File: src/common/mipsPkg.sv
`default_nettype none

package mipsPkg;

    localparam int ramDepthLog = 10; // Word-address bits of the data RAM.
    localparam int regCount = 32;
    localparam int laneCount = 4; // Byte lanes per word.

    typedef logic [31:0] wordT;
    typedef logic [4:0] regAddrT;
    typedef logic [63:0] hiLoT; // HI in [63:32], LO in [31:0].
    typedef logic [3:0] excT;

    localparam excT excNone = 4'd0;
    localparam excT excLoadAddr = 4'd4; // Misaligned load.
    localparam excT excStoreAddr = 4'd5; // Misaligned store.
    localparam excT excDeferred = 4'd6; // Retires its own write if the EPC is aligned.

    typedef enum logic [1:0] {
        sizeByte = 2'd0,
        sizeHalf = 2'd1,
        sizeWord = 2'd2
    } memSizeT;

    typedef struct packed {
        logic rd;
        logic wr;
        memSizeT size;
        logic signExt; // Sign-extend sub-word loads.
    } memReqT;

    // Result of the execute stage, one per valid strobe.
    typedef struct packed {
        wordT aluOut; // Effective address for memory operations.
        wordT storeData;
        memReqT mem;
        logic regWrite;
        regAddrT rd;
        logic hiLoWrite;
        hiLoT hiLo;
        wordT pc;
        wordT epc;
        excT exc;
        logic isDs; // Instruction sits in a delay slot.
    } exResultT;

    typedef struct packed {
        wordT aluOut;
        memReqT mem;
        logic regWrite;
        regAddrT rd;
        logic hiLoWrite;
        hiLoT hiLo;
        wordT pc;
        wordT epc;
        excT exc; // Includes the alignment check.
        logic isDs;
    } memResultT;

    typedef struct packed {
        logic regWrite;
        regAddrT rd;
        wordT data;
        logic hiLoWrite;
        hiLoT hiLo;
    } wbWriteT;

endpackage

`default_nettype wire
File: src/hdl/writebackStage.sv
`default_nettype none

module writebackStage (
    input logic clk,
    input logic rstN,
    input logic memValid,
    input mipsPkg::memResultT memResult,
    input mipsPkg::wordT ramRData,
    output mipsPkg::wbWriteT wbWrite,
    output logic retireValid,
    output mipsPkg::excT excOut,
    output mipsPkg::wordT pcOut,
    output logic isDsOut
);
    import mipsPkg::*;

    memResultT wbReg;
    logic [1:0] offset;
    logic [7:0] byteSel;
    logic [15:0] halfSel;
    wordT loadData;
    logic writeAllowed;
    logic loadMisaligned;

    always_ff @(posedge clk)
    begin
        if (!rstN)
            retireValid <= 1'b0;
        else
            retireValid <= memValid;
    end

    always_ff @(posedge clk)
    begin
        if (memValid)
            wbReg <= memResult;
    end

    assign offset = wbReg.aluOut[1:0];
    assign byteSel = ramRData[{offset, 3'b000} +: 8];
    assign halfSel = offset[1] ? ramRData[31:16] : ramRData[15:0];

    always_comb
    begin
        case (wbReg.mem.size)
            sizeByte: loadData = {{24{wbReg.mem.signExt & byteSel[7]}}, byteSel};
            sizeHalf: loadData = {{16{wbReg.mem.signExt & halfSel[15]}}, halfSel};
            default: loadData = ramRData;
        endcase
    end

    // A deferred exception still retires when its EPC is word aligned.
    assign writeAllowed = retireValid
        && (wbReg.exc == excNone
            || (wbReg.exc == excDeferred && wbReg.epc[1:0] == 2'b00));

    always_comb
    begin
        wbWrite.regWrite = writeAllowed && wbReg.regWrite && wbReg.rd != '0;
        wbWrite.rd = wbReg.rd;
        wbWrite.data = wbReg.mem.rd ? loadData : wbReg.aluOut;
        wbWrite.hiLoWrite = writeAllowed && wbReg.hiLoWrite;
        wbWrite.hiLo = wbReg.hiLo;
    end

    assign excOut = wbReg.exc;
    assign pcOut = wbReg.pc;
    assign isDsOut = wbReg.isDs;

    assign loadMisaligned = (wbReg.mem.size == sizeHalf && offset[0])
        || (wbReg.mem.size == sizeWord && offset != 2'b00);

    // The memory stage must have flagged this load.
    assert property (@(posedge clk) disable iff (!rstN)
        retireValid && wbReg.mem.rd && loadMisaligned |-> wbReg.exc != excNone);

endmodule

`default_nettype wire

File: config.mk
export PLATFORM = sky130hd
export DESIGN_NAME = writebackStage
export DESIGN_NICKNAME = d
export VERILOG_FILES = /design/src/common/mipsPkg.sv /design/src/hdl/writebackStage.sv
export SDC_FILE = /design/constraint.sdc
export NUM_CORES = 1
export LEC_CHECK = 0
export ABC_AREA = 1
export BUFFER_PORTS_ARGS = -buffer_cell sky130_fd_sc_hd__buf_2
export CELL_PAD_IN_SITES_DETAIL_PLACEMENT = 1
export CELL_PAD_IN_SITES_GLOBAL_PLACEMENT = 1
export CORE_ASPECT_RATIO = 1.25
export CORE_MARGIN = 3
export CORE_UTILIZATION = 30
export CTS_CLUSTER_SIZE = 16
export DETAILED_ROUTE_END_ITERATION = 10
export GPL_ROUTABILITY_DRIVEN = 0
export PLACE_DENSITY_LB_ADDON = 0.1
export SETUP_SLACK_MARGIN = 0.15
export SLEW_MARGIN = 15
export SYNTH_ARGS = -nofsm -noshare
export SYNTH_HDL_FRONTEND = slang
export SYNTH_SLANG_ARGS = --single-unit
File: constraint.sdc
create_clock -name clk -period 1.65 [get_ports clk]
set_clock_uncertainty 0.15 [all_clocks]
set_input_delay 0.33 -clock clk [delete_from_list [all_inputs] [get_ports clk]]
set_output_delay 0.33 -clock clk [all_outputs]
set_load 0.05 [all_outputs]
# [Yosys cells after proc, flatten, opt, wreduce, memory -nomap -nowiden]
# Cells that the tools add are included.
[word_totals] regBits=147 wordCells=31
[classes] shift=1 n_reduce_logical=10 muxes=3 bitwise_logic=2 n_eq_ne=2
[op_table] op="one-hot mux 32 bit (2 select lines)" count=1
[op_table] op="2-to-1 mux 32 bit" count=1
[op_table] op="indexed part select 32 x 6 -> 8 bit" count=1
[op_table] op="2-to-1 mux 16 bit" count=1
[op_table] op="logical AND 1 bit" count=5
[op_table] op="nonzero test 5 bit" count=1
[op_table] op="equality test 4 x 3 -> 1 bit, second input constant" count=1
[op_table] op="zero test 2 bit" count=2
[op_table] op="zero test 4 bit" count=1
[op_table] op="bitwise AND 1 bit" count=2
[op_table] op="equality test 2 x 1 -> 1 bit, second input constant" count=1
[op_table] op="logical OR 1 bit" count=1

# [Logic depth before layout (Yosys ltp)]
# Gate-level depths: netlist of the first run.
[depth] ltp_word=6 ltp_mapped=9 mapped_depth_nobuf=9

# [Worst setup path before layout of the first run]
# Ideal clock, no wire load.
[synth_timing] kind="register to output" startpoint="register wbReg[144] (netlist bit)" endpoint="output port wbWrite[65] (netlist bit)" arrival_ps=2001 setup_slack_ps=-831 t_required_ps=1170 n_path_buf=2 stages_incl_launch_ff=5 cell_sequence="edfxtp_1 clkbuf_1 inv_1 clkbuf_1 o31ai_1"
[synth_rtl] element="start: declaration" line_no="writebackStage.sv:17" rtl="memResultT wbReg;"
[synth_rtl] element="start signal: assignment" line_no="writebackStage.sv:36" rtl="wbReg <= memResult;"
[synth_rtl] element="end: declaration" line_no="writebackStage.sv:9" rtl="output mipsPkg::wbWriteT wbWrite,"

==> results.ini, run 1 <==
[run_status]
outcome = complete, but fails checks
violations = setup timing

[finish]
n_antenna_cell = 0
finalInstanceArea_um2 = 11300
post-route-util_pct = 55.3
nFillCells = 2088
drive_gt1_share_pct = 53.0
nets = 1119
areaGrowthSynthToFinish_pct = 79.5

[floorplan]
ioPinCount = 353
die_area_um2 = 22700
core.rowCount = 58
floorplan.initialDensity_pct = 30.8
die-height_um = 168
core-area_um2 = 20400
die_w_um = 135

[worst_setup_path]
crit_type = flip-flop to output pin
path_max_fanout = 7
arrival_ns = 1.94
worst_ep_required_time_ns = 1.17
critPathLaunchType = flip-flop
cp-end-kind = output pin

[yosys]
synth.distinct_cells = 22
synth_warnings = 0
synth_area_leaders = edfxtp_1, buf_4, nand2_1
ys_ff_latch = 147
syn_avg_cell_area_um2 = 12.9
ys_seq_area_share_pct = 70.0
netlist.area_leader.share_pct = 69.7
netlist_instances = 488
yosysTopAreaCell = edfxtp_1
synth_area_um2 = 6290
synth.net_count = 700

[clock_network]
cts_buffer_depth = 2
htreeDepth = 4
clkSinkCount = 147
clk_pin_slew_ns = 0.08
clock-root-buffer = clkbuf_16
cts_made_buffers = 17
cts_tree = built

[sta]
slew_headroom_pct = 75.5
fmax_mhz = 413
timing.final.hold_violations = 0
hold_slack_ns = 0.0494
period_needed_ns = 2.42
fin_crit_sh_pct = 147
worstMarginPinSlew_ns = 0.365
fin_setup_tns_ns = -23.83
setup_viol = 35
slew_violations = 0
rsz0062_at_grt = true
layout_setup_ws_ns = -0.771

[power]
p_per_area_nw_per_um2 = 1040
pwr-share-comb_pct = 28.0
power.leakage_nw = 4.87
p_sw_mw = 3.95
p_sw_share_pct = 33.5
vdd_drop_max_uv = 681
p_int_mw = 7.83
pwr-share-seq_pct = 39.0
p_clk_share_pct = 33.0

[placement]
io_buffers = 321
pre_cts_ws_ns = -0.430
dpl_cell_area_um2 = 8020
hpwl_um = 14400

[drt]
drt-vias-per-instance = 4.32
drc = 0
antenna_left = 0
first_iter_violations = 186
wl_per_cell_um = 18.6
drt_wl_total_um = 22200
first_pass_iters = 4
vias = 5136

[global_route]
grt_overflow_total = 0
antenna_found_initial = 0
grt_pass1_wl_um = 33200
grt_use_total_pct = 19.1
grt_max_degree = 59
grt_pass1_vias = 6058

[run]
cap_violations = 0

[worst_hold_path]
hp-class = input port to flip-flop

## final cells by class
type / instances / area (um^2) / area share (%)
timing repair buffer: 519 / 4510 / 39.9
clock inverter: 14 / 153 / 1.35
inverter: 22 / 82.6 / 0.732
tap: 270 / 338 / 2.99
multi-input combinational: 200 / 1370 / 12.1
sequential: 147 / 4410 / 39.1
clock buffer: 18 / 429 / 3.80
## metrics by stage
step / cells / power [mW]
finish: 1190 / 11.8
global route: 1190 / 12.2
CTS: 1188 / 11.7
detailed placement: 1005 / 7.05
global placement: 1005 / 7.03
floorplan: 488 / 6.42
## per-layer routing
| layer | up-vias | routed length, um | track usage (%) |
|---|---|---|---|
| li1 | 2421 | - | - |
| met1 | 2498 | 7370 | 18.9 |
| met2 | 185 | 12600 | 36.5 |
| met3 | 32 | 1550 | 6.40 |
| met4 | 0 | 589 | 6.75 |
| met5 | - | 0 | 0 |
## placed cells by master (no fill, tap or decap), drive strengths merged
cell,netlist,layout
dfxtp,1,1
nor2,28,28
o22a,1,1
clkbuf,8,18
nor3,1,1
buf,111,372
o31ai,2,2
dlygate4sd3,0,147
edfxtp,146,146
nand3,8,8
and3,1,1
inv,22,33
o21ai,21,21
nand2,89,89
clkinv,0,3
a21oi,49,49
## repair_timing
action                     CTS  global route
cloned                       0             0
pin swaps                    3             9
hold buffers               147             0
hold endpoints to repair   147             0
buffers inserted             4             2
setup endpoints to repair  129           127
resized for setup          249           125
## final timing paths
kind              cells after the start  startpoint           to
setup / recovery                      9  wbReg[142]  wbWrite[83]
hold / removal                        1    memValid  wbWrite[15]
## state kept, by name (all words and copies together), names as in the netlist
name,count
offset,2
pcOut,32
retireValid,1
isDsOut,1
wbReg,38
wbWrite,69
excOut,4
## critical path: stages (launching register included)
cell,delay (ns)
edfxtp_1,0.49
inv_2,0.12
nand2_4,0.08
nor2_8,0.12
nand2_4,0.07
nand3_2,0.09
nand2_4,0.08
buf_12,0.16
a21oi_4,0.13
buf_8,0.16
## cell usage after synthesis
cell type	number
and3_1	1
nand3_2	1
nand3_1	7
a21oi_2	10
nand2_4	2
clkbuf_1	8
o22a_1	1
o21ai_0	21
nor3_1	1
buf_2	4
buf_6	1
inv_2	2
nor2_1	27
buf_4	106
edfxtp_1	146
a21oi_1	39
o31ai_1	2
nand2_2	2
dfxtp_1	1
nand2_1	85
nor2_8	1
inv_1	20
## power groups by stage
stage               logic [mW]  registers, mW  clock network [mW]
CTS                       3.13           4.56                3.98
global placement          2.43           4.59                   0
global route              3.46           4.62                4.13
detailed placement        2.45           4.60                   0
floorplan                 1.83           4.59                   0
finish                    3.30           4.59                3.89
## kinds of logic (layout without fill, tap and decap cells)
| family | count (synthesis) | count (layout) | share of synthesized area, % |
|---|---|---|---|
| AO/OA/AOI/OAI | 73 | 73 | 6.55 |
| AND/OR/NAND/NOR | 127 | 127 | 8.46 |
| flip-flops | 147 | 147 | 70.0 |
| buffers and inverters | 141 | 573 | 14.9 |
(Power assumes the default switching activity.)
==> run 2: changes to the inputs <==
--- a/config.mk
+++ b/config.mk
@@ -5,7 +5,6 @@
 export SDC_FILE = /design/constraint.sdc
 export NUM_CORES = 1
 export LEC_CHECK = 0
-export ABC_AREA = 1
 export BUFFER_PORTS_ARGS = -buffer_cell sky130_fd_sc_hd__buf_2
 export CELL_PAD_IN_SITES_DETAIL_PLACEMENT = 1
 export CELL_PAD_IN_SITES_GLOBAL_PLACEMENT = 1
==> run 2 against run 1 <==
Net effect:
- the flow still finishes with violations (setup timing)
- synthesized cell count fell by 17%
- combinational power up 2%
- fmax fell by 10%
- routed wire length increased by 3.4%
- largest power group unchanged
- flip-flop and latch count stayed put
==> results.ini, run 2 <==
[run_status]
violations = setup timing
outcome = complete, but fails checks

[worst_setup_path]
cp-end-kind = output pin
path_max_fanout = 6
critPathLaunchType = flip-flop
crit_type = flip-flop to output pin
crit_start = offset[1]
arrival_ns = 2.21
worst_ep_required_time_ns = 1.17

[global_route]
grt_pass1_wl_um = 33900
grt_pass1_vias = 5862
grt_use_total_pct = 20.1
grt_max_degree = 65
antenna_found_initial = 4
grt_overflow_total = 0

[clock_network]
cts_buffer_depth = 2
cts_made_buffers = 17
clk_pin_slew_ns = 0.07
cts_tree = built
htreeDepth = 4
clkSinkCount = 147
clock-root-buffer = clkbuf_16

[yosys]
synth.net_count = 619
synth_area_leaders = edfxtp_1, buf_4, a22oi_1
synth.top_cells.by_count = edfxtp_1, buf_4, o21ai_0, a22oi_1, a21oi_1
netlist_instances = 407
synth-async-reset-ratio_pct = 0
ys_ff_latch = 147
netlist.area_leader.share_pct = 70.8
yosysTopAreaCell = edfxtp_1
yosysMostFrequentCell = edfxtp_1
ys_seq_area_share_pct = 71.1
synth-edff-count = 146
synth_ff_type = edfxtp_1
synth_warnings = 0
synth_area_um2 = 6190
synth.distinct_cells = 37
syn_avg_cell_area_um2 = 15.2

[floorplan]
floorplan.initialDensity_pct = 30.7
core-area_um2 = 20200
ioPinCount = 353
die_area_um2 = 22400
core.rowCount = 58
die_w_um = 135
die-height_um = 167

[sta]
slew_headroom_pct = 68.7
rsz0062_at_grt = true
slew_violations = 0
setup_viol = 37
fin_crit_sh_pct = 163
timing.final.hold_violations = 0
layout_setup_ws_ns = -1.04
period_needed_ns = 2.69
hold_slack_ns = 0.0570
worstMarginPinSlew_ns = 0.468
fin_setup_tns_ns = -32.13
fmax_mhz = 371

[drt]
antenna_left = 0
drc = 0
vias = 4987
first_iter_violations = 133
drt-vias-per-instance = 4.38
drt_wl_total_um = 22900
first_pass_iters = 6
wl_per_cell_um = 20.1

[placement]
io_buffers = 321
hpwl_um = 14600
pre_cts_ws_ns = -0.672

[power]
p_per_area_nw_per_um2 = 1030
power.leakage_nw = 4.78
vdd_drop_max_uv = 602

[finish]
areaGrowthSynthToFinish_pct = 84.5
largest_reg_flops = 69
mostFrequentLayoutCells = buf_2, dlygate4sd3_1, edfxtp_1, buf_6, buf_4
nFillCells = 2018
nets = 1065
layout_commonest_cell = buf_2
drive_gt1_share_pct = 56.8

[run]
cap_violations = 0

[worst_hold_path]
hp-class = input port to flip-flop
min_from = memValid

==> run 2: cell count changes in the layout (fill, tap and decap cells not counted), moves of 15 or more <==
cell	before	now
nor2_1	24	8
buf_8	24	6
a21oi_1	31	0
nand2_4	16	0
nand2_2	15	0
buf_6	110	146
nand2_1	57	10
==> run 2: kinds of logic (layout without fill, tap and decap cells) <==
family / Yosys count / in the layout / share of synthesized area (%)
flip-flops: 147 / 147 / 71.1
buffers and inverters: 127 / 585 / 14.2
AO/OA/AOI/OAI: 73 / 73 / 7.86
AND/OR/NAND/NOR: 49 / 49 / 4.63
multiplexers: 11 / 11 / 2.16
other: 0 / 4 / 0
==> run 2: metal layers <==
metal	up-vias	track usage [%]	wire length, um
met1	2436	20.3	7890
met4	0	6.64	548
li1	2313	-	-
met3	33	6.77	1480
met2	205	38.1	13000
met5	-	0	0
==> run 2: where the power goes <==
group | internal (mW) | switching [mW]
Sequential | 4.44 | 0.151
Combinational | 1.43 | 1.94
Clock | 2.12 | 1.73
Total | 7.99 | 3.82
==> run 2: path summary, 6_finish.rpt <==
kind / end / cells after the start
worst max-delay path: wbWrite[75] / 5
worst min-delay path: wbWrite[57] / 1
==> run 2: layout make-up <==
class	count	area (um^2)	share of cell area, %
sequential	147	4410	38.6
clock inverter	14	146	1.28
clock buffer	17	425	3.72
tap	270	338	2.96
inverter	7	26.3	0.230
multi-input combinational	133	1350	11.8
timing repair buffer	547	4720	41.4
antenna	4	10.0	0.0876
==> run 2: timing repair <==
item,4_1_cts,5_1_grt
resized for setup,257,92
buffers inserted,11,3
hold buffers,147,0
setup endpoints to repair,134,132
endpoints found under the hold margin,147,0
pin swaps,9,8
gates cloned,2,0
==> run 2: stage by stage <==
stage	power (mW)	area, um^2	utilization (%)	std cells
2_1_floorplan	6.44	6480	-	407
3_3_place_gp	7.04	8070	40.0	941
3_5_place_dp	7.07	8070	40.0	941
4_1_cts	11.7	11000	54.7	1132
5_1_grt	12.2	11400	56.6	1139
6_report	11.8	11400	56.6	1139
==> run 2: critical path, stage by stage, from the launching register on <==
cell and delay, ns:
edfxtp_1 0.44, mux4_2 0.58, a311oi_4 0.34, buf_6 0.21, a21oi_2 0.08, buf_6 0.16
