--- config.mk ---
export PLATFORM = sky130hd
export DESIGN_NAME = regFile
export DESIGN_NICKNAME = d
export VERILOG_FILES = /design/src/common/mipsPkg.sv /design/src/hdl/regFile.sv
export SDC_FILE = /design/constraint.sdc
export NUM_CORES = 1
export LEC_CHECK = 0
export BUFFER_PORTS_ARGS = -buffer_cell sky130_fd_sc_hd__buf_2
export CORE_MARGIN = 10
export CORE_UTILIZATION = 45
export CTS_BUF_LIST = sky130_fd_sc_hd__clkbuf_16
export DETAILED_ROUTE_END_ITERATION = 10
export PLACE_DENSITY_LB_ADDON = 0.3
export RECOVER_POWER = 50
export SLEW_MARGIN = 20
export SYNTH_ARGS = -nofsm -noshare
export SYNTH_HDL_FRONTEND = slang
export SYNTH_SLANG_ARGS = --single-unit
--- constraint.sdc ---
create_clock -name clk -period 6.1 [get_ports clk]
set_input_delay 1.22 -clock clk [delete_from_list [all_inputs] [get_ports clk]]
set_output_delay 1.22 -clock clk [all_outputs]
set_load 0.02 [all_outputs]
--- src/common/mipsPkg.sv ---
`default_nettype none

package mipsPkg;

    localparam int ramDepthLog = 10; // Word-address bits of the data RAM.
    localparam int regCount = 32;
    localparam int laneCount = 4; // Byte lanes per word.

    typedef logic [31:0] wordT;
    typedef logic [4:0] regAddrT;
    typedef logic [63:0] hiLoT; // HI in [63:32], LO in [31:0].
    typedef logic [3:0] excT;

    localparam excT excNone = 4'd0;
    localparam excT excLoadAddr = 4'd4; // Misaligned load.
    localparam excT excStoreAddr = 4'd5; // Misaligned store.
    localparam excT excDeferred = 4'd6; // Retires its own write if the EPC is aligned.

    typedef enum logic [1:0] {
        sizeByte = 2'd0,
        sizeHalf = 2'd1,
        sizeWord = 2'd2
    } memSizeT;

    typedef struct packed {
        logic rd;
        logic wr;
        memSizeT size;
        logic signExt; // Sign-extend sub-word loads.
    } memReqT;

    // Result of the execute stage, one per valid strobe.
    typedef struct packed {
        wordT aluOut; // Effective address for memory operations.
        wordT storeData;
        memReqT mem;
        logic regWrite;
        regAddrT rd;
        logic hiLoWrite;
        hiLoT hiLo;
        wordT pc;
        wordT epc;
        excT exc;
        logic isDs; // Instruction sits in a delay slot.
    } exResultT;

    typedef struct packed {
        wordT aluOut;
        memReqT mem;
        logic regWrite;
        regAddrT rd;
        logic hiLoWrite;
        hiLoT hiLo;
        wordT pc;
        wordT epc;
        excT exc; // Includes the alignment check.
        logic isDs;
    } memResultT;

    typedef struct packed {
        logic regWrite;
        regAddrT rd;
        wordT data;
        logic hiLoWrite;
        hiLoT hiLo;
    } wbWriteT;

endpackage

`default_nettype wire
--- src/hdl/regFile.sv ---
`default_nettype none

module regFile (
    input logic clk,
    input logic rstN,
    input mipsPkg::wbWriteT wbWrite,
    input mipsPkg::regAddrT rdAddr,
    output mipsPkg::wordT rdData,
    output mipsPkg::hiLoT hiLo
);
    import mipsPkg::*;

    wordT regs [regCount];

    always_ff @(posedge clk)
    begin
        if (!rstN)
        begin
            for (int i = 0; i < regCount; i++)
                regs[i] <= '0;
        end
        else if (wbWrite.regWrite && wbWrite.rd != '0)
        begin
            regs[wbWrite.rd] <= wbWrite.data;
        end
    end

    // HI and LO always move as a pair.
    always_ff @(posedge clk)
    begin
        if (!rstN)
            hiLo <= '0;
        else if (wbWrite.hiLoWrite)
            hiLo <= wbWrite.hiLo;
    end

    assign rdData = (rdAddr == '0) ? '0 : regs[rdAddr]; // No write bypass.

endmodule

`default_nettype wire

# [Word level (Yosys, flattened, before mapping)]
# Memories as Yosys holds them, arrays and structs flattened.
# Index checks and enable logic that the tools add are counted.
[op_classes] n_mux=8 reduce_logical=4
[ops] cell="$mux 32" n=2
[ops] cell="$reduce_or 32->1" n=1
[ops] cell="$logic_not 5->1" n=1
[ops] cell="$mux 1" n=5
[ops] cell="$mux 5" n=1
[ops] cell="$reduce_bool 5->1" n=1
[ops] cell="$logic_and 1x1->1" n=1
[word_totals] wordCells=14 ram_bits=1024 in_bits=110 mem_count=1 register_bits=64 out_inout_bits=96
[mem_list] name="regs" depth=32 word_bits=32 read_ports=1 rd_ports_with_merged_regs=0 wr=32 line_no="regFile.sv:13" text="wordT regs [regCount];"

# [Longest topological paths before layout]
# Gate-level depths: netlist of run 1.
[depth] depth_word=7 ltp_mapped=7 depth_no_buf=4

# [Worst setup path before layout of run 1]
# Ideal clock, no wire load.
[synth_path] kind="in2reg" startpoint="in rstN" endpoint="mem regs[24][0] in the netlist's numbering (enable)" n_path_buf=2 arrival_ns=4.217 setup_ns=0.466 slack_ns=1.417 path_stages=5 required_ns=5.634 path_cell_list="buf_4 nand2_1 or3_4 buf_2 o21ai_0"
[synth_lines] item="from (decl)" line_no="regFile.sv:5" text="input logic rstN,"
[synth_lines] item="to (decl)" line_no="regFile.sv:13"

==> summary by stage, run 1 <==
Outcome
The flow ran to the end, but the final reports show violations. The final reports fail on max-capacitance violations, max-slew violations.

Synth
The sequential cell area fraction in the yosys report is 65.8%. Counting flops with a built-in enable in the synthesized netlist gives 1,024. Among all flip-flop cells after synthesis, the most frequent one is edfxtp_1.

Yosys mapped the design onto 38 distinct sky130hd cell types. The total of warnings raised by yosys is 0. Synthesis inferred 1,088 register bits. The mapped netlist covers 48,700 µm². Synthesis produced 3,163 cells. The fraction of registers with async set or reset after synthesis is 0%. The average cell area after synthesis is 15.4 µm².

GRT
The initial antenna violation count is 8. The maximum number of pins on one net before global-route repair is 91. The number of global-route vias before repair is 28,600. Global routing consumed, over all layers together, 21.2% of the routing resources. The first global-routing pass estimated 193,000 µm of wire.

After global routing the overflow that remains totals 0.

STA
The final hold slack is 0.495 ns. The count of endpoints failing setup in the final report is 0. The max-slew violation total from the final report is 848. The highest achievable clock rate is 180 MHz. The post-route fraction of the period consumed by the critical path is 91.1%. At the pin with the least slew margin, the transition time is 2.76 ns.

The largest clock skew in the final design is 0 ns. Setup repair after global routing left no endpoint under its margin. The final number of hold-violating endpoints came to 0. Counting I/O delays and the setup requirement, the final critical path takes 5.56 ns. The setup TNS is 0 ns. Measured against its own limit, the worst slew margin works out to -84.5%.

Setup path
For flop-to-flop paths, the worst setup slack is 5.46 ns. The kind of capture point of the worst setup path is a register. Counting both buffers and inverters, the worst setup path holds a total of 2. At the worst endpoint, the arrival time is 5.91 ns. Walking the worst path, the cells encountered are clkbuf_1, nand2_1, or3_1, o21ai_1, buf_4.

The capture point of the worst reg-to-reg path is hiLo[27]. Of all nets on the critical path, the largest fanout is 20. The kind of start point of the critical path is an input pin. The maximum cell stage delay along the critical path is 1.75 ns. The worst flop-to-flop path startpoint is hiLo[27]. The kind of cell with the highest combined delay along the critical path is buffers and inverters. In this run the worst setup path terminates at regs[24][27]. On the critical path, the stage with the largest delay is an instance of o21ai_1. The critical path class is in -> reg. The critical path launch point is rstN. The logic depth of the worst register-to-register path is 2. The critical path required time is 6.45 ns. Counting buffers and inverters, the worst setup path is 5 cells deep.

Power
The proportion of power drawn by combinational gates is 8.2%. The internal portion of the total power is 12.9 mW. The sequential fraction of design power is 51.9%. In this run the static leakage power is 18.9 nW.

Summed over all nets, the switching power comes to 3.86 mW. The power density over the cells is 306 nW/µm². IR analysis of the VDD net gives a maximum drop of 260 µV. The fraction of power spent switching nets is 23.1%. Overall power consumption after layout is estimated at 16.7 mW.

Per report_power, the clock group accounts for 39.9% of the total.

Route
The number of iterations in the first detailed-routing pass is 6. The DRC violation count after routing is 0. The final routed wire length divided by cell count is 27.1 µm. The final wirelength is 130,000 µm.

After detailed routing, the number of vias per cell comes to 5.74. Once detail routing completed, the nets flagged for antenna violations numbered 0. The number of design-rule violations left by the first detailed-router iteration is 3,044. Detailed routing inserted a total of 27,500 vias.

Run
The count of maximum capacitance violations is 29.

CTS
After clock tree synthesis, the clock-pin slew on the worst setup and hold paths is 0.06 ns. The clock root buffer master is clkbuf_16. In this run, CTS created clock tree buffers numbering 111. For the worst-skew pair, the clock arrives at the later sink with an insertion delay of 0.67 ns. In this run, post-CTS repair resized a total of 0 instances.

The H-tree generated during clock tree synthesis spans 3 levels. The clock drives 1,088 sinks. The TritonCTS clock tree is built.

The maximum buffer depth of the clock tree is 3. The number of hold buffers added after cts is 0. The post-CTS setup repair buffer count is 0.

Place
The cell total after placement is 4,586. The congestion estimate from routability-driven global placement came to 0.837. The number of buffers added on ports is 205. The placed wire-length estimate is 78,300 µm.

Finish
Summing all flip-flop and latch instances after layout gives 32,000 µm². The area growth from synthesis to layout is 12.4%. The number of filler instances in the final layout is 8,895.

In the layout the commonest cells are edfxtp_1 (1,024), and2_1 (705), and2_0 (288), mux4_2 (224), buf_2 (136). In the final layout, the multi-input gates occupy 15,700 µm². The most common library cell in the layout ignoring fill and taps is edfxtp_1. The net total in the final layout is 3,406. The non-filler instance count after layout is 4,792. The fraction of layout cells with a size suffix above 1 is 20.2%.

Min path
The startpoint identified for the worst hold timing path is hiLo[44]. The type of the tightest min-delay check is reg -> reg.

Floorplanning
The area inside the core boundary is 107,000 µm². After floorplanning, the core was divided into 120 placement rows. From left edge to right edge, the die measures 349 µm.

The floorplan step defined a die boundary enclosing 122,000 µm². The initial core utilization is 45.4%. The boundary pin count is 206. The die is 349 µm tall.
==> power by group through the flow <==
stage                     sequential [mW]  clock (mW)  combinational [mW]
after floorplan                      8.84           0               0.812
after global routing                 8.72        7.03                1.45
final                                8.68        6.68                1.37
after detailed placement             8.83           0                1.39
after global placement               8.81           0                1.38
after CTS                            8.68        6.75                1.39
==> cell families (layout without fill, tap and decap cells) <==
logic type | Yosys count | after routing | share of synthesized area [%]
other | 1 | 33 | 0.00771
DFF | 1088 | 1088 | 65.8
and+or+nand+nor | 1161 | 1161 | 14.4
muxes | 384 | 384 | 13.7
buffers and inverters | 315 | 509 | 3.03
AOI/OAI and AO/OA | 214 | 214 | 3.02
==> worst min path at each step <==
stage / end / slack (ns) / cells after the start
2_1_floorplan: hiLo[10] / 0.58 / 2
5_1_grt: hiLo[51] / 0.52 / 2
3_5_place_dp: hiLo[40] / 0.48 / 2
4_1_cts: hiLo[40] / 0.49 / 2
3_3_place_gp: hiLo[0] / 0.47 / 2
6_report: hiLo[44] / 0.49 / 2
==> layer usage <==
layer | vias up | wire length (µm) | GRT usage [%] | part of all wire [%]
met2 | 1250 | 60500 | 33.1 | 47
met3 | 228 | 11300 | 4.93 | 8.7
met5 | - | 86 | 0 | 0.066
li1 | 11900 | - | - | -
met4 | 14 | 3910 | 6.37 | 3.0
met1 | 14200 | 54300 | 29.5 | 42
==> worst min-delay path: stages (launching register included) <==
cell,delay (ns)
dfxtp_1,0.33
mux2i_1,0.06
nor2_1,0.07
==> cell usage after synthesis (all sizes together), types with 9 or more instances <==
library cell / n / share of area [%]
a211oi: 32 / 0.49
a221oi: 23 / 0.41
a22oi: 32 / 0.49
a311oi: 32 / 0.58
and2: 993 / 13
buf: 90 / 1.3
clkbuf: 223 / 1.7
dfxtp: 64 / 2.6
edfxtp: 1024 / 63
mux2: 32 / 0.74
mux2i: 128 / 2.6
mux4: 224 / 10
nand2: 21 / 0.16
nor2: 100 / 0.79
nor2b: 34 / 0.45
o2111ai: 9 / 0.16
o21ai: 86 / 0.88
==> stage by stage <==
stage	cell area (µm²)	util, %	setup slack [ns]
3_5_place_dp	51500	48.0	0.979
3_3_place_gp	51400	48.0	0.960
6_report	54700	51.0	0.542
2_1_floorplan	48800	-	1.42
4_1_cts	55000	51.3	0.965
5_1_grt	54700	51.0	0.435
==> state kept, by name (all words and copies together), names as in the netlist <==
signal and flops:
hiLo 64, regs 1024
==> cell type report <==
| type | instances | area share, % |
|---|---|---|
| sequential | 1088 | 58.6 |
| multi-input combinational | 1791 | 28.6 |
| clock buffer | 115 | 5.26 |
| tap | 1403 | 3.21 |
| timing repair buffer | 302 | 3.15 |
| clock inverter | 90 | 1.20 |
| inverter | 2 | 0.0183 |
| antenna | 1 | 0.00457 |
No activity file was read; power rests on OpenSTA's default activity.
==> run 2, diff against run 1 <==
CORE_UTILIZATION = 55   (was 45)
==> summary by stage, run 2 (same netlist as run 1, synthesis figures left out) <==
Floorplanning
The initial core utilization is 55.2% (was 45.4%). The die area is 101,000 µm² (was 122,000 µm²). The site row count is 109 (was 120).

The vertical die dimension was 317 µm (was 349 µm). The area inside the core boundary came to 88,100 µm² (was 107,000 µm²). The horizontal die dimension came to 317 µm (was 349 µm). The boundary pin count is 206 (unchanged).

Finish
Regs by FF count: regs x1024, hiLo x64 (unchanged). The fraction of layout cells with a size suffix above 1 is 18.8% (was 20.2%). The register bank with the most flops is regs (unchanged).

The most common library cell in the layout ignoring fill and taps is edfxtp_1 (unchanged). The synthesis-to-finish area growth was 10.7% (was 12.4%). Most frequent cells in the layout: edfxtp_1 (1,024), and2_1 (621), and2_0 (372), mux4_2 (224), buf_2 (135) (was edfxtp_1 (1,024), and2_1 (705), and2_0 (288), mux4_2 (224), buf_2 (136)). The number of flip-flops in the largest register came to 1,024 (unchanged). The core occupancy in the finished layout was 61.1% (was 51.0%). The number of filler instances in the final layout is 6,498 (was 8,895). The post-layout instance area is 53,900 µm² (was 54,700 µm²). The net total in the final layout came to 3,394 (was 3,406).

Setup path
The highest-delay cell along the critical path is o21ai_0 (was o21ai_1). The critical path class was in -> reg (unchanged). The maximum cell stage delay along the critical path is 3.60 ns (was 1.75 ns). The highest fanout seen on the critical path came to 21 (was 20). The capture point of the worst reg-to-reg path is hiLo[28] (was hiLo[27]).

The worst flop-to-flop path startpoint is hiLo[28] (was hiLo[27]). The kind of capture point of the worst setup path is a register (unchanged). The critical path launch point is wbWrite[100] (was rstN). The logic depth of the worst register-to-register path was 2 (unchanged).

The reg-to-reg setup timing slack was 5.41 ns (was 5.46 ns). Cells along the critical path: clkbuf_1, nor2_1, nand2_1, o21ai_0, buf_4 (was clkbuf_1, nand2_1, or3_1, o21ai_1, buf_4). The kind of start point of the critical path is an input pin (unchanged). The data arrival time of the critical path came to 6.14 ns (was 5.91 ns). The critical path required time came to 6.43 ns (was 6.45 ns).

GRT
The total global routing overflow is 0 (unchanged). The number of global-route vias before repair is 28,900 (was 28,600). The first-pass GRT wire length is 195,000 µm (was 193,000 µm). The initial antenna violation count is 13 (was 8). The global-route usage over all layers is 25.7% (was 21.2%). The maximum number of pins on one net before global-route repair is 74 (was 91).

CTS
The TritonCTS clock tree is built (unchanged). The number of hold buffers added after cts is 0 (unchanged). The maximum buffer depth of the clock tree is 3 (unchanged). The clock root buffer master was clkbuf_16 (unchanged). The number of instances resized during post-cts repair is 0 (unchanged).

The clock sink count is 1,088 (unchanged). The count of H-tree levels built during CTS is 3 (unchanged). The number of clock buffers inserted by TritonCTS is 109 (was 111).

The register clock-pin slew on the reported worst setup and hold paths is 0.06 ns (about the same). The insertion delay to the later sink of the worst-skew pair is 0.66 ns (was 0.67 ns). The post-CTS setup repair buffer count is 0 (unchanged).

STA
The shortest period the worst path allows is 5.80 ns (was 5.56 ns). The final number of hold-violating endpoints is 0 (unchanged). Setup repair after global routing missed its margin: false (unchanged). The highest achievable clock rate is 172 MHz (was 180 MHz). The pin slew with the least headroom to its limit came to 4.79 ns (was 2.76 ns).

The post-route fraction of the period consumed by the critical path is 95.1% (was 91.1%). The largest clock skew in the final design is 0 ns (unchanged). The worst-case headroom to the max-slew limit is -223% (was -84.5%). The max-slew violation total from the final report is 994 (was 848).

The setup TNS was 0 ns (unchanged). The count of endpoints failing setup in the final report is 0 (unchanged).

Route
The average via count per standard cell came to 6.26 (was 5.74). The number of iterations in the first detailed-routing pass was 5 (was 6). The final wirelength came to 133,000 µm (was 130,000 µm).

The total number of vias is 28,400 (was 27,500). The DRC violation count after routing is 0 (unchanged). The final routed wire length divided by cell count was 29.2 µm (was 27.1 µm). The number of design-rule violations left by the first detailed-router iteration is 3,740 (was 3,044). The number of nets with antenna violations after detailed routing is 0 (unchanged).

Min path
The count of cells along the worst hold path is 2 (unchanged). The end of the worst hold path is hiLo[50] (was hiLo[44]). The type of the tightest min-delay check is reg -> reg (unchanged).

The hold path startpoint is hiLo[50] (was hiLo[44]).

Place
The number of buffers added on ports is 205 (unchanged). The final weighted congestion in routability-driven placement is 0.837 (about the same). The area after detailed placement is 51,200 µm² (was 51,500 µm²). The placed wire-length estimate is 80,600 µm (was 78,300 µm).

Run
The count of maximum capacitance violations is 40 (was 29).

Power
The reported net switching power is 3.78 mW (was 3.86 mW). The fraction of power spent switching nets is 23.1% (about the same). The internal power is 12.6 mW (was 12.9 mW). The power density over the cells came to 304 nW/µm² (was 306 nW/µm²).

The leakage power total is 18.7 nW (was 18.9 nW). The sequential fraction of design power was 53.1% (was 51.9%). The worst supply voltage drop on vdd is 244 µV (was 260 µV).

The proportion of power drawn by combinational gates is 8.4% (was 8.2%). The clock network fraction of design power came to 38.5% (was 39.9%).

Outcome
Violated checks: max-capacitance violations, max-slew violations (unchanged). Result of the run: finished, violations left (unchanged).
[run 2: cell types whose count changed in the layout (fill, tap and decap cells not counted), moves of 6 or more]
cell and delta:
and2_0 +84, and2_1 -84, o21ai_0 +18, o21ai_4 -17
nor2_1 +15, nor2_2 -15, diode_2 +9, clkbuf_2 -8
buf_4 +7, inv_1 +6
[run 2: power groups by stage]
stage | Combinational [mW] | Sequential [mW] | Clock, mW
floorplan | 0.812 | 8.84 | 0
global placement | 1.36 | 8.80 | 0
detailed placement | 1.39 | 8.84 | 0
CTS | 1.39 | 8.68 | 6.32
global route | 1.43 | 8.72 | 6.63
finish | 1.37 | 8.69 | 6.30
[run 2: how the worst max path moves through the flow]
stage,endpoint,slack [ns]
6_report,regs[7][7],0.30
5_1_grt,regs[7][7],0.31
2_1_floorplan,regs[24][0],1.42
3_3_place_gp,rdData[14],0.72
4_1_cts,rdData[14],0.66
3_5_place_dp,rdData[14],0.69
[run 2: layout make-up]
class | count | area [µm²] | share of cell area (%)
Clock inverter | 84 | 515 | 0.957
Tap cell | 1165 | 1460 | 2.71
Sequential cell | 1088 | 32000 | 59.5
Multi-Input combinational cell | 1791 | 15400 | 28.6
Clock buffer | 111 | 2780 | 5.16
Inverter | 2 | 8.76 | 0.0163
Antenna cell | 10 | 25.0 | 0.0465
Timing Repair Buffer | 292 | 1640 | 3.04
[run 2: routing by layer]
layer / global-route usage, % / vias to the layer above / share of wire, %
met5: 0 / - / 0.023
met4: 8.70 / 6 / 3.1
met3: 5.38 / 276 / 9.9
met2: 41.6 / 1646 / 49
met1: 34.5 / 14700 / 38
li1: - / 11800 / -
[run 2: worst max-delay path: cells and delay by family]
| kind | cells | cell delay [ns] |
|---|---|---|
| AOI/OAI and AO/OA | 1 | 3.60 |
| and+or+nand+nor | 2 | 0.38 |
| buffers and inverters | 2 | 0.92 |
[run 2: through the flow]
stage / instances / hold slack (ns) / setup WS [ns] / total power [mW]
after floorplan: 3194 / 0.583 / 1.42 / 9.65
after global placement: 4331 / 0.467 / 0.715 / 10.2
after detailed placement: 4336 / 0.477 / 0.694 / 10.2
after CTS: 4531 / 0.492 / 0.660 / 16.4
after global routing: 4538 / 0.528 / 0.311 / 16.8
final: 4543 / 0.493 / 0.296 / 16.4
