**src/common/mipsPkg.sv**
```systemverilog
`default_nettype none

package mipsPkg;

    localparam int ramDepthLog = 10; // Word-address bits of the data RAM.
    localparam int regCount = 32;
    localparam int laneCount = 4; // Byte lanes per word.

    typedef logic [31:0] wordT;
    typedef logic [4:0] regAddrT;
    typedef logic [63:0] hiLoT; // HI in [63:32], LO in [31:0].
    typedef logic [3:0] excT;

    localparam excT excNone = 4'd0;
    localparam excT excLoadAddr = 4'd4; // Misaligned load.
    localparam excT excStoreAddr = 4'd5; // Misaligned store.
    localparam excT excDeferred = 4'd6; // Retires its own write if the EPC is aligned.

    typedef enum logic [1:0] {
        sizeByte = 2'd0,
        sizeHalf = 2'd1,
        sizeWord = 2'd2
    } memSizeT;

    typedef struct packed {
        logic rd;
        logic wr;
        memSizeT size;
        logic signExt; // Sign-extend sub-word loads.
    } memReqT;

    // Result of the execute stage, one per valid strobe.
    typedef struct packed {
        wordT aluOut; // Effective address for memory operations.
        wordT storeData;
        memReqT mem;
        logic regWrite;
        regAddrT rd;
        logic hiLoWrite;
        hiLoT hiLo;
        wordT pc;
        wordT epc;
        excT exc;
        logic isDs; // Instruction sits in a delay slot.
    } exResultT;

    typedef struct packed {
        wordT aluOut;
        memReqT mem;
        logic regWrite;
        regAddrT rd;
        logic hiLoWrite;
        hiLoT hiLo;
        wordT pc;
        wordT epc;
        excT exc; // Includes the alignment check.
        logic isDs;
    } memResultT;

    typedef struct packed {
        logic regWrite;
        regAddrT rd;
        wordT data;
        logic hiLoWrite;
        hiLoT hiLo;
    } wbWriteT;

endpackage

`default_nettype wire
```
**src/hdl/memStage.sv**
```systemverilog
`default_nettype none

module memStage (
    input logic clk,
    input logic rstN,
    input logic exValid,
    input mipsPkg::exResultT exIn,
    output mipsPkg::wordT ramAddr,
    output logic [3:0] ramWe,
    output mipsPkg::wordT ramWData,
    output logic memValid,
    output mipsPkg::memResultT memResult
);
    import mipsPkg::*;

    exResultT exReg;
    logic misaligned;
    excT excNext;
    logic [3:0] byteEn;

    always_ff @(posedge clk)
    begin
        if (!rstN)
            memValid <= 1'b0;
        else
            memValid <= exValid;
    end

    always_ff @(posedge clk)
    begin
        if (exValid)
            exReg <= exIn;
    end

    always_comb
    begin
        case (exReg.mem.size)
            sizeHalf: misaligned = exReg.aluOut[0];
            sizeWord: misaligned = |exReg.aluOut[1:0];
            default: misaligned = 1'b0; // Bytes are always aligned.
        endcase
    end

    // An earlier exception takes priority over the alignment check.
    always_comb
    begin
        excNext = exReg.exc;
        if (exReg.exc == excNone && misaligned)
        begin
            if (exReg.mem.rd)
                excNext = excLoadAddr;
            else if (exReg.mem.wr)
                excNext = excStoreAddr;
        end
    end

    // Replicate sub-word store data into every lane it may land in.
    always_comb
    begin
        ramWData = exReg.storeData;
        case (exReg.mem.size)
            sizeByte:
            begin
                ramWData = {4{exReg.storeData[7:0]}};
                byteEn = 4'b0001 << exReg.aluOut[1:0];
            end
            sizeHalf:
            begin
                ramWData = {2{exReg.storeData[15:0]}};
                byteEn = exReg.aluOut[1] ? 4'b1100 : 4'b0011;
            end
            default: byteEn = 4'b1111;
        endcase
    end

    assign ramAddr = exReg.aluOut;
    assign ramWe = (memValid && exReg.mem.wr && excNext == excNone) ? byteEn : 4'b0000;

    always_comb
    begin
        memResult.aluOut = exReg.aluOut;
        memResult.mem = exReg.mem;
        memResult.regWrite = exReg.regWrite;
        memResult.rd = exReg.rd;
        memResult.hiLoWrite = exReg.hiLoWrite;
        memResult.hiLo = exReg.hiLo;
        memResult.pc = exReg.pc;
        memResult.epc = exReg.epc;
        memResult.exc = excNext;
        memResult.isDs = exReg.isDs;
    end

    // Execute never issues a load and a store as one item.
    assert property (@(posedge clk) disable iff (!rstN)
        exValid |-> !(exIn.mem.rd && exIn.mem.wr));

endmodule

`default_nettype wire

```
**config.mk**
```make
export PLATFORM = sky130hd
export DESIGN_NAME = memStage
export DESIGN_NICKNAME = d
export VERILOG_FILES = /design/src/common/mipsPkg.sv /design/src/hdl/memStage.sv
export SDC_FILE = /design/constraint.sdc
export NUM_CORES = 1
export LEC_CHECK = 0
export BUFFER_PORTS_ARGS = -buffer_cell sky130_fd_sc_hd__buf_2
export CORE_AREA = 2 2 177 179
export DETAILED_ROUTE_END_ITERATION = 16
export DIE_AREA = 0 0 179 181
export SKIP_LAST_GASP = 1
export SYNTH_ARGS = -nofsm -noshare
export SYNTH_HDL_FRONTEND = slang
export SYNTH_SLANG_ARGS = --single-unit
```
**constraint.sdc**
```tcl
create_clock -name clk -period 1.94 [get_ports clk]
set_input_delay 0.388 -clock clk [delete_from_list [all_inputs] [get_ports clk]]
set_output_delay 0.388 -clock clk [all_outputs]
set_load 0.02 [all_outputs]
```
# Yosys cells after proc, flatten, opt, wreduce, memory -nomap -nowiden
# Cells that the tools add are included.
# Widths: inputs -> output; s select.
[word_totals]
reg_bits = 210
inputBits = 212
output_inout_bits = 246
elab_cells = 33
[op_classes]
eq_ne = 2
n_shift = 1
mux = 8
n_reduce_logical = 7
[ops]
columns = ["cell", "n"]
rows = [
  ["$pmux 32 s2", 1],
  ["$mux 4", 5],
  ["$logic_not 4->1", 2],
  ["$pmux 4 s2", 1],
  ["$shl 1x2->4 const A", 1],
  ["$logic_and 1x1->1", 3],
  ["$eq 2x1->1 const B", 1],
  ["$eq 2x2->1 const B", 1],
  ["$logic_not 2->1", 1],
  ["$pmux 1 s2", 1],
  ["$reduce_or 2->1", 1],
]

# Logic depth before layout (Yosys ltp)
# Gate-level depths: netlist of the first run.
[logic_depth]
depth_word = 7
ltp_mapped = 7
ltp_nobuf = 5

# Least setup slack after synthesis of the first run
# No wires, ideal clock.
[synth_timing]
kind = "reg2out"
from = "reg exReg (netlist bit memResult[142])"
to = "out ramWe[3]"
arrival_ns = 1.697
required_time_ns = 1.552
setup_slack_ns = -0.145
stages_incl_launch_ff = 7
n_path_buf = 2
path_cell_list = "edfxtp_1 -> buf_2 -> inv_1 -> ha_1 -> buf_4 -> o22a_1 -> nor3_1"
[synth_between]
elab_chain_cells = 7
elab_cells_between_ends = 10
cone_classes = "eq/ne: 2; mux: 4; reduce/logical: 4"
[synth_rtl]
columns = ["item", "line_no", "source"]
rows = [
  ["start: declaration", "memStage.sv:16", "exResultT exReg;"],
  ["start signal: assignment", "memStage.sv:32", "exReg <= exIn;"],
  ["$eq 2x2->1 / $eq 2x1->1 (equally long branches)", "memStage.sv:37, memStage.sv:61", ""],
  ["$pmux 1 s2", "memStage.sv:37", "case (exReg.mem.size)"],
  ["$logic_and 1x1->1", "memStage.sv:48", "if (exReg.exc == excNone && misaligned)"],
  ["$mux 4", "memStage.sv:48", ""],
  ["$logic_not 4->1", "memStage.sv:77", "assign ramWe = (memValid && exReg.mem.wr && excNext == excNone) ? byteEn : 4'b0000;"],
  ["$logic_and 1x1->1", "memStage.sv:77", ""],
  ["$mux 4 *", "memStage.sv:77", ""],
  ["end: declaration", "memStage.sv:9", "output logic [3:0] ramWe,"],
]
# Mark *: on every way between the ends. The rest lies on a longest branch, timed or not.

# Worst setup path after layout of the first run
[layout_timing]
from = "reg exReg (netlist bit memResult[142])"
to = "out ramWData[30]"
[layout_between]
elab_chain_cells = 2
elab_cells_between_ends = 3
cone_classes = "eq/ne: 1; mux: 1; reduce/logical: 1"
[layout_rtl]
columns = ["item", "line_no", "source"]
rows = [
  ["$eq 2x1->1 / $logic_not 2->1 (equally long branches)", "memStage.sv:61", "case (exReg.mem.size)"],
  ["$pmux 32 s2 *", "memStage.sv:61", ""],
  ["end: declaration", "memStage.sv:10", "output mipsPkg::wordT ramWData,"],
]
# Marked as above.

==> summary.md, run 1 <==
On the final layout, the worst hold slack is 0.0360 ns. Critical-path cell with the highest stage delay: sky130_fd_sc_hd__edfxtp_1. Combinational logic is responsible for 14.6% of the overall power. The clock network burns 37.6% of the power. Counting tap cells, the placed design contains a total of 1158 instances. 458 I/O pins were placed.

After floorplanning, the core was sized to cover 30300 µm². The final critical path takes up 120% of the cycle. The type of element launching the critical path was a flip-flop. Data required time of the worst path: 1.55 ns. The remaining design rule violation count is 0.

For the initial antenna violation count, the log shows 2. For the worst relative slew slack, the log shows 78.4%. Clock root buffer: sky130_fd_sc_hd__clkbuf_16.

The worst slack after detailed placement came out at -0.000790 ns. The number of endpoints with negative hold slack in the final report was 0; the largest net degree at the start of global routing was 60. The number of search-and-repair iterations in the first detailed-routing pass was 4; the final-layout setup total negative slack was -7.77 ns. The post-synthesis to final-layout area growth came out at 32.3%. Yosys printed 0 warnings. The worst ir drop on vdd came out at 730 µV. The startpoint of the tightest hold check path was exIn[41]. The remaining global-route overflow is 0. The run gives 0.00298 W as the net switching power. Setup violations remaining at the end of the flow were counted as 30.

The power density normalized to cell area came out at 1040 nW/µm². Sequential cells account for 47.9% of the total power. Via count of the first global-routing pass: 5044.

The share of total power consumed by net switching was 25.7%. The critical path data arrival time is 1.94 ns, and the count of different cell masters after synthesis is 26. The overall die area was 32400 µm². The global placer's final weighted congestion came out at 0.788. The number of violations reported at the end of detailed-routing iteration 0 came out at 212.

The min-delay analysis places its worst path in the category primary input to flip-flop. TritonCTS built the clock tree. The first global-routing pass estimated 30100 µm of wire.

The floorplan row count came out at 64. The shortest period the worst path allows was 2.33 ns; the detail-routed via count per cell was 3.91. Synthesis produced 500 cells. The terminating pin of the worst hold path was memResult[41]$_DFFE_PP_. The post-detailed-route wirelength per cell was 17.5 µm; the worst stage delay on the critical path was 0.42 ns.

Summing over every cut layer, the via total after detailed routing is 4830. The tools report the sequential-to-total area share from yosys stat as 74.6%. Setup repair after global routing could not meet its margin everywhere.

For this run, the top clock speed supported by timing is 430 MHz. Clock tree synthesis inserted a total of 24 buffers. The critical path goes through inv_2, ha_4, buf_6, nor2_4, buf_12, nand2_1, nand2_1, buf_6. Synthesis produced a netlist with a net count of 715. Summed over all layers, the routed wires come to 21500 µm. After synthesis, the cell types taking the most area are sky130_fd_sc_hd__edfxtp_1, sky130_fd_sc_hd__buf_4, sky130_fd_sc_hd__mux2_2. The setup path with the least slack is of type flip-flop to output port. The total internal power is 0.00862 W, and the net count of the finished layout is 1034. The run finished, with violations left. The number of flip-flops and latches in the synthesized netlist is 210.

For the final critical-path setup slack, the log shows -0.387 ns. The worst hold path cell count is 1, and the portion of synthesized cell area occupied by the leading cell type is 74.4%. The logs give 0 for the number of max-slew violations in the final report and 3 for the maximum number of buffers from clock root to sink. The level count of the clock H-tree is 1, and the starting utilization of the core area is 27.8%. The average instance area after synthesis was 16.9 µm²; the leakage power figure was 4.84 nW. After clock tree synthesis, the clock-pin slew on the worst setup and hold paths is 0.06 ns.

STA classifies the critical path endpoint as an output port. Number of max-capacitance violations reported: 0. Cells with a size suffix above 1 make up 65.8% of the layout. The die outline width was 179 µm. HPWL after detailed placement: 16700 µm.

Of all cell types, the one taking the most synthesized area is sky130_fd_sc_hd__edfxtp_1. The mapped netlist covers 8440 µm². The worst-margin pin slew was 0.323 ns. The checks that failed: setup timing.

Across every metal layer, demand over resource in global routing totals 12.5%. The die is 181 µm tall. The maximum fanout count along the critical path works out to 5. The count of port buffers added during placement is 457.

The number of non-filler instances in the completed layout was 1234. Post-detailed-route count of antenna-violating nets: 0. The clock drives 210 sinks.
[cells in the final DEF (no fill, tap or decap), types with 3 or more instances in the layout]
cell	netlist	routed
sky130_fd_sc_hd__dlygate4sd3_1	0	28
sky130_fd_sc_hd__clkinv_1	0	6
sky130_fd_sc_hd__buf_4	215	21
sky130_fd_sc_hd__nand2_2	0	5
sky130_fd_sc_hd__mux2_4	0	6
sky130_fd_sc_hd__nand2_1	18	10
sky130_fd_sc_hd__buf_6	0	13
sky130_fd_sc_hd__clkbuf_1	2	8
sky130_fd_sc_hd__clkbuf_16	0	24
sky130_fd_sc_hd__a22oi_2	0	4
sky130_fd_sc_hd__a22oi_1	8	4
sky130_fd_sc_hd__buf_12	0	9
sky130_fd_sc_hd__a22o_1	8	8
sky130_fd_sc_hd__edfxtp_1	209	209
sky130_fd_sc_hd__nand2_4	0	3
sky130_fd_sc_hd__buf_2	3	441
[Yosys cell counts]
cell type,count
sky130_fd_sc_hd__a22oi_1,8
sky130_fd_sc_hd__o22a_1,2
sky130_fd_sc_hd__buf_2,3
sky130_fd_sc_hd__buf_4,215
sky130_fd_sc_hd__o21a_1,1
sky130_fd_sc_hd__a21oi_1,2
sky130_fd_sc_hd__a22o_1,8
sky130_fd_sc_hd__nor3b_1,1
sky130_fd_sc_hd__nor3_4,1
sky130_fd_sc_hd__a21oi_2,1
sky130_fd_sc_hd__a41o_2,1
sky130_fd_sc_hd__a31o_2,1
sky130_fd_sc_hd__nand4b_2,1
sky130_fd_sc_hd__inv_1,3
sky130_fd_sc_hd__edfxtp_1,209
sky130_fd_sc_hd__dfxtp_1,1
sky130_fd_sc_hd__nor3_1,4
sky130_fd_sc_hd__o21ai_1,1
sky130_fd_sc_hd__nand2b_1,3
sky130_fd_sc_hd__ha_1,3
sky130_fd_sc_hd__nand2_1,18
sky130_fd_sc_hd__clkbuf_1,2
sky130_fd_sc_hd__mux2_2,8
sky130_fd_sc_hd__and2_1,1
sky130_fd_sc_hd__nor2_4,1
sky130_fd_sc_hd__nor2_1,1
[power by group through the flow]
stage / Clock (W) / Sequential, W / Combinational (W)
after global routing: 0.00470 / 0.00559 / 0.00180
after global placement: 0 / 0.00563 / 0.00155
after CTS: 0.00453 / 0.00556 / 0.00169
after floorplan: 0 / 0.00559 / 0.00119
after detailed placement: 0 / 0.00564 / 0.00156
final: 0.00436 / 0.00556 / 0.00169
[final cells by class]
class	instances	area, µm²
Clock buffer	32	631
Clock inverter	12	120
Antenna cell	1	2.50
Tap cell	396	495
Timing Repair Buffer	513	2990
Sequential cell	210	6300
Fill cell	2938	19200
Inverter	3	11.3
Multi-Input combinational cell	67	618
[worst max-delay path, delay by kind of cell (launching register included)]
family	cells	cell delay, ns
simple gates	3	0.31
fa+ha+maj	1	0.18
flops	1	0.42
buf+inv	4	0.50
[how the worst max path moves through the flow]
stage                                         from           end  slack, ns  depth (start not counted)
after floorplan           memResult[142]$_DFFE_PP_      ramWe[0]      -0.13                          6
after global placement    memResult[142]$_DFFE_PP_   ramWData[9]       0.06                          5
after detailed placement  memResult[142]$_DFFE_PP_   ramWData[9]    -0.0008                          5
after CTS                 memResult[141]$_DFFE_PP_      ramWe[0]      -0.39                          6
after global routing      memResult[141]$_DFFE_PP_      ramWe[3]      -0.47                          6
final                     memResult[142]$_DFFE_PP_  ramWData[30]      -0.39                          8
[state kept, by name, indices dropped and copies added (netlist names)]
signal,cells
memResult,141
exReg,36
ramAddr,32
memValid,1
[metal layers]
| metal | vias to the layer above | GRT usage [%] | wire length (µm) |
|---|---|---|---|
| met3 | 37 | 4.52 | 2150 |
| met2 | 266 | 22.1 | 11000 |
| met4 | 0 | 4.07 | 478 |
| li1 | 2222 | - | - |
| met1 | 2305 | 13.6 | 7920 |
| met5 | - | 0 | 0 |
[repair_timing]
item                                    4_1_cts  5_1_grt
pin swaps                                     7        0
hold buffers                                 24        4
hold endpoints to repair                     24        4
setup buffers                                 5        1
endpoints found under the setup margin       30       30
gates resized for setup                      52        8
[metrics by stage]
step	instance area [µm²]	utilization [%]	total power, W
final	11200	36.8	0.0116
after global placement	9900	32.6	0.00718
after detailed placement	9900	32.6	0.00721
after CTS	11100	36.6	0.0118
after global routing	11200	36.8	0.0121
after floorplan	8450	-	0.00678
[logic make-up after synthesis]
| kind of cell | Yosys count | synth area share [%] |
|---|---|---|
| adders and majority gates | 3 | 0.445 |
| buffers and inverters | 223 | 19.5 |
| DFF | 210 | 74.6 |
| muxes | 8 | 1.07 |
| and+or+nand+nor | 31 | 1.97 |
| AOI/OAI and AO/OA | 25 | 2.36 |
Power figures use the tool's default switching activity.
==> run 2, diff against run 1 <==
--- a/config.mk
+++ b/config.mk
@@ -9,6 +9,7 @@
 export CORE_AREA = 2 2 177 179
 export DETAILED_ROUTE_END_ITERATION = 16
 export DIE_AREA = 0 0 179 181
+export HOLD_SLACK_MARGIN = 0.08
 export SKIP_LAST_GASP = 1
 export SYNTH_ARGS = -nofsm -noshare
 export SYNTH_HDL_FRONTEND = slang
==> summary.md, run 2 (synthesis results as in run 1) <==
The I/O pin count is 458 (unchanged). The leakage power figure is 5.63 nW (+16%), and the die height is 181 µm (unchanged). The post-detailed-route count of antenna-violating nets is 0 (unchanged), and the shortest period the worst path allows is 2.34 ns (+0.0132 ns).

Maximum frequency from static timing analysis: 427 MHz (-0.56%). For the final standard cell area without fillers, the log shows 13100 µm² (+18%). The routed via count was 5621 (+16%); the starting utilization of the core area was 27.8% (unchanged).

The power density normalized to cell area works out to 916 nW/µm² (-12%). Total global-route track usage: 14.0% (+1.6 points). The remaining design rule violation count is 0 (unchanged).

The net count of the finished layout came out at 1219 (+18%). Number of search-and-repair iterations in the first detailed-routing pass: 4 (unchanged). The portion of the clock cycle consumed by the worst path in the final layout works out to 121% (+0.68 points).

The remaining global-route overflow is 0 (unchanged), and the final-layout setup total negative slack is -7.75 ns (+0.0111 ns). The floorplan row count is 64 (unchanged). The global-route wire length before repair was 34500 µm (+15%).

The level count of the clock H-tree was 1 (unchanged). The flow ran to the end, but the final reports show violations. The area growth from synthesis to layout is 55.6%.

The share of layout cells above drive strength 1 was 55.1% (-11 points). Count of port buffers added during placement: 457 (unchanged). STA classifies the critical path startpoint as a flip-flop.

The post-detailed-route wirelength per cell is 17.1 µm (-1.9%). The tools report the element type at the critical path end as an output port. The run gives 705 µV (-3.5%) as the worst ir drop on vdd.

The worst slack after detailed placement was -0.000790 ns (unchanged). The flip-flop count of the largest register, all copies and words added came out at 141 (unchanged). The checks that failed: setup timing.

The core box area came out at 30300 µm² (unchanged). The HPWL after detailed placement is 16700 µm (unchanged), and the largest net degree at the start of global routing is 60 (unchanged). The worst-margin pin slew came out at 0.349 ns (+0.0256 ns). The top cell types in the final layout, fill and taps aside, are sky130_fd_sc_hd__buf_2, sky130_fd_sc_hd__dlygate4sd3_1, sky130_fd_sc_hd__edfxtp_1.

In this run the clock root is driven by a sky130_fd_sc_hd__clkbuf_16. The tools report the number of endpoints with negative hold slack in the final report as 0 (unchanged). The global placer's final weighted congestion was 0.788 (unchanged).

The overall die area was 32400 µm² (unchanged); the maximum fanout count along the critical path was 5 (unchanged). The tools report the worst relative slew slack as 76.7% (-1.7 points). Number of violations reported at the end of detailed-routing iteration 0: 266 (+25%). The detail-routed via count per cell is 3.96 (+1.3%). The critical path data arrival time is 1.95 ns (about the same). The clock sink count was 210 (unchanged). The initial antenna violation count is 1 (-1). The library cell used most frequently in the layout, excluding fill and tap cells, is sky130_fd_sc_hd__buf_2. The run gives 6142 (+22%) as the via count of the first global-routing pass. The clock transition time at the flip-flop clock pins of the worst setup and hold paths was 0.06 ns (about the same).

The logs give 0 (unchanged) for the number of max-capacitance violations reported and 0 (unchanged) for the number of max-slew violations in the final report. For the final count of negative-setup-slack endpoints, the log shows 28 (-6.7%). The final critical-path setup slack is -0.400 ns (-0.0132 ns), and the maximum number of buffers from clock root to sink is 3 (unchanged).

The data required time of the worst path is 1.55 ns (about the same), and the number of diodes is 0 (-1). The CTS buffer count is 24 (unchanged). The critical path in this run is classified as flip-flop to output port. TritonCTS built the clock tree.

The min-delay analysis places its worst path in the category primary input to flip-flop. Setup repair after global routing could not meet its margin everywhere. The die outline width works out to 179 µm (unchanged). The instance area at placement was 9900 µm² (unchanged). The total detailed-routing wirelength is 24300 µm (+13%).
[run 2: worst max-delay path, cell delays in order, from the launching register on]
cell and delay, ns:
sky130_fd_sc_hd__edfxtp_1 0.43, sky130_fd_sc_hd__inv_2 0.13, sky130_fd_sc_hd__ha_4 0.19, sky130_fd_sc_hd__buf_6 0.13, sky130_fd_sc_hd__nand2b_4 0.13, sky130_fd_sc_hd__a21oi_2 0.06
sky130_fd_sc_hd__nor3_2 0.18, sky130_fd_sc_hd__buf_4 0.17
[run 2: cell type report]
type	count	area, µm²
fillers	2708	17200
flip-flops and latches	210	6300
repair buffers	698	4880
multi-input cells	67	691
clock buffers	32	631
well taps	396	495
clock inverters	12	120
inverters	3	11.3
[run 2: routing by layer]
metal,global-route usage [%],routed length (µm)
met5,0,0
met4,5.04,676
met3,4.67,2200
met2,25.3,12600
met1,15.1,8800
[run 2: per-stage QoR]
step | hold slack [ns] | cells | util [%] | total power (W)
global placement | 0.564 | 1158 | 32.6 | 0.00718
CTS | 0.229 | 1416 | 42.7 | 0.0121
finish | 0.262 | 1418 | 43.3 | 0.0120
global route | 0.236 | 1418 | 43.3 | 0.0125
detailed placement | 0.566 | 1158 | 32.6 | 0.00721
floorplan | 0.487 | 500 | - | 0.00678
[run 2: power breakdown]
group | switching, W | total, W | internal (W)
combinational | 0.00111 | 0.00206 | 0.000951
clock | 0.00185 | 0.00440 | 0.00255
sequential | 0.000166 | 0.00556 | 0.00540
[run 2: path summary, 6_finish.rpt]
| kind | startpoint | endpoint | slack [ns] | cells past startpoint |
|---|---|---|---|---|
| setup / recovery | memResult[142]$_DFFE_PP_ | ramWe[0] | -0.40 | 7 |
| hold / removal | exValid | memResult[22]$_DFFE_PP_ | 0.26 | 1 |
[run 2: what timing repair did]
item | CTS | global route
resized for setup | 52 | 38
pin swaps | 7 | 5
setup endpoints to repair | 30 | 30
buffers inserted | 5 | 4
endpoints found under the hold margin | 210 | 0
cloned | 0 | 0
hold buffers | 210 | 0
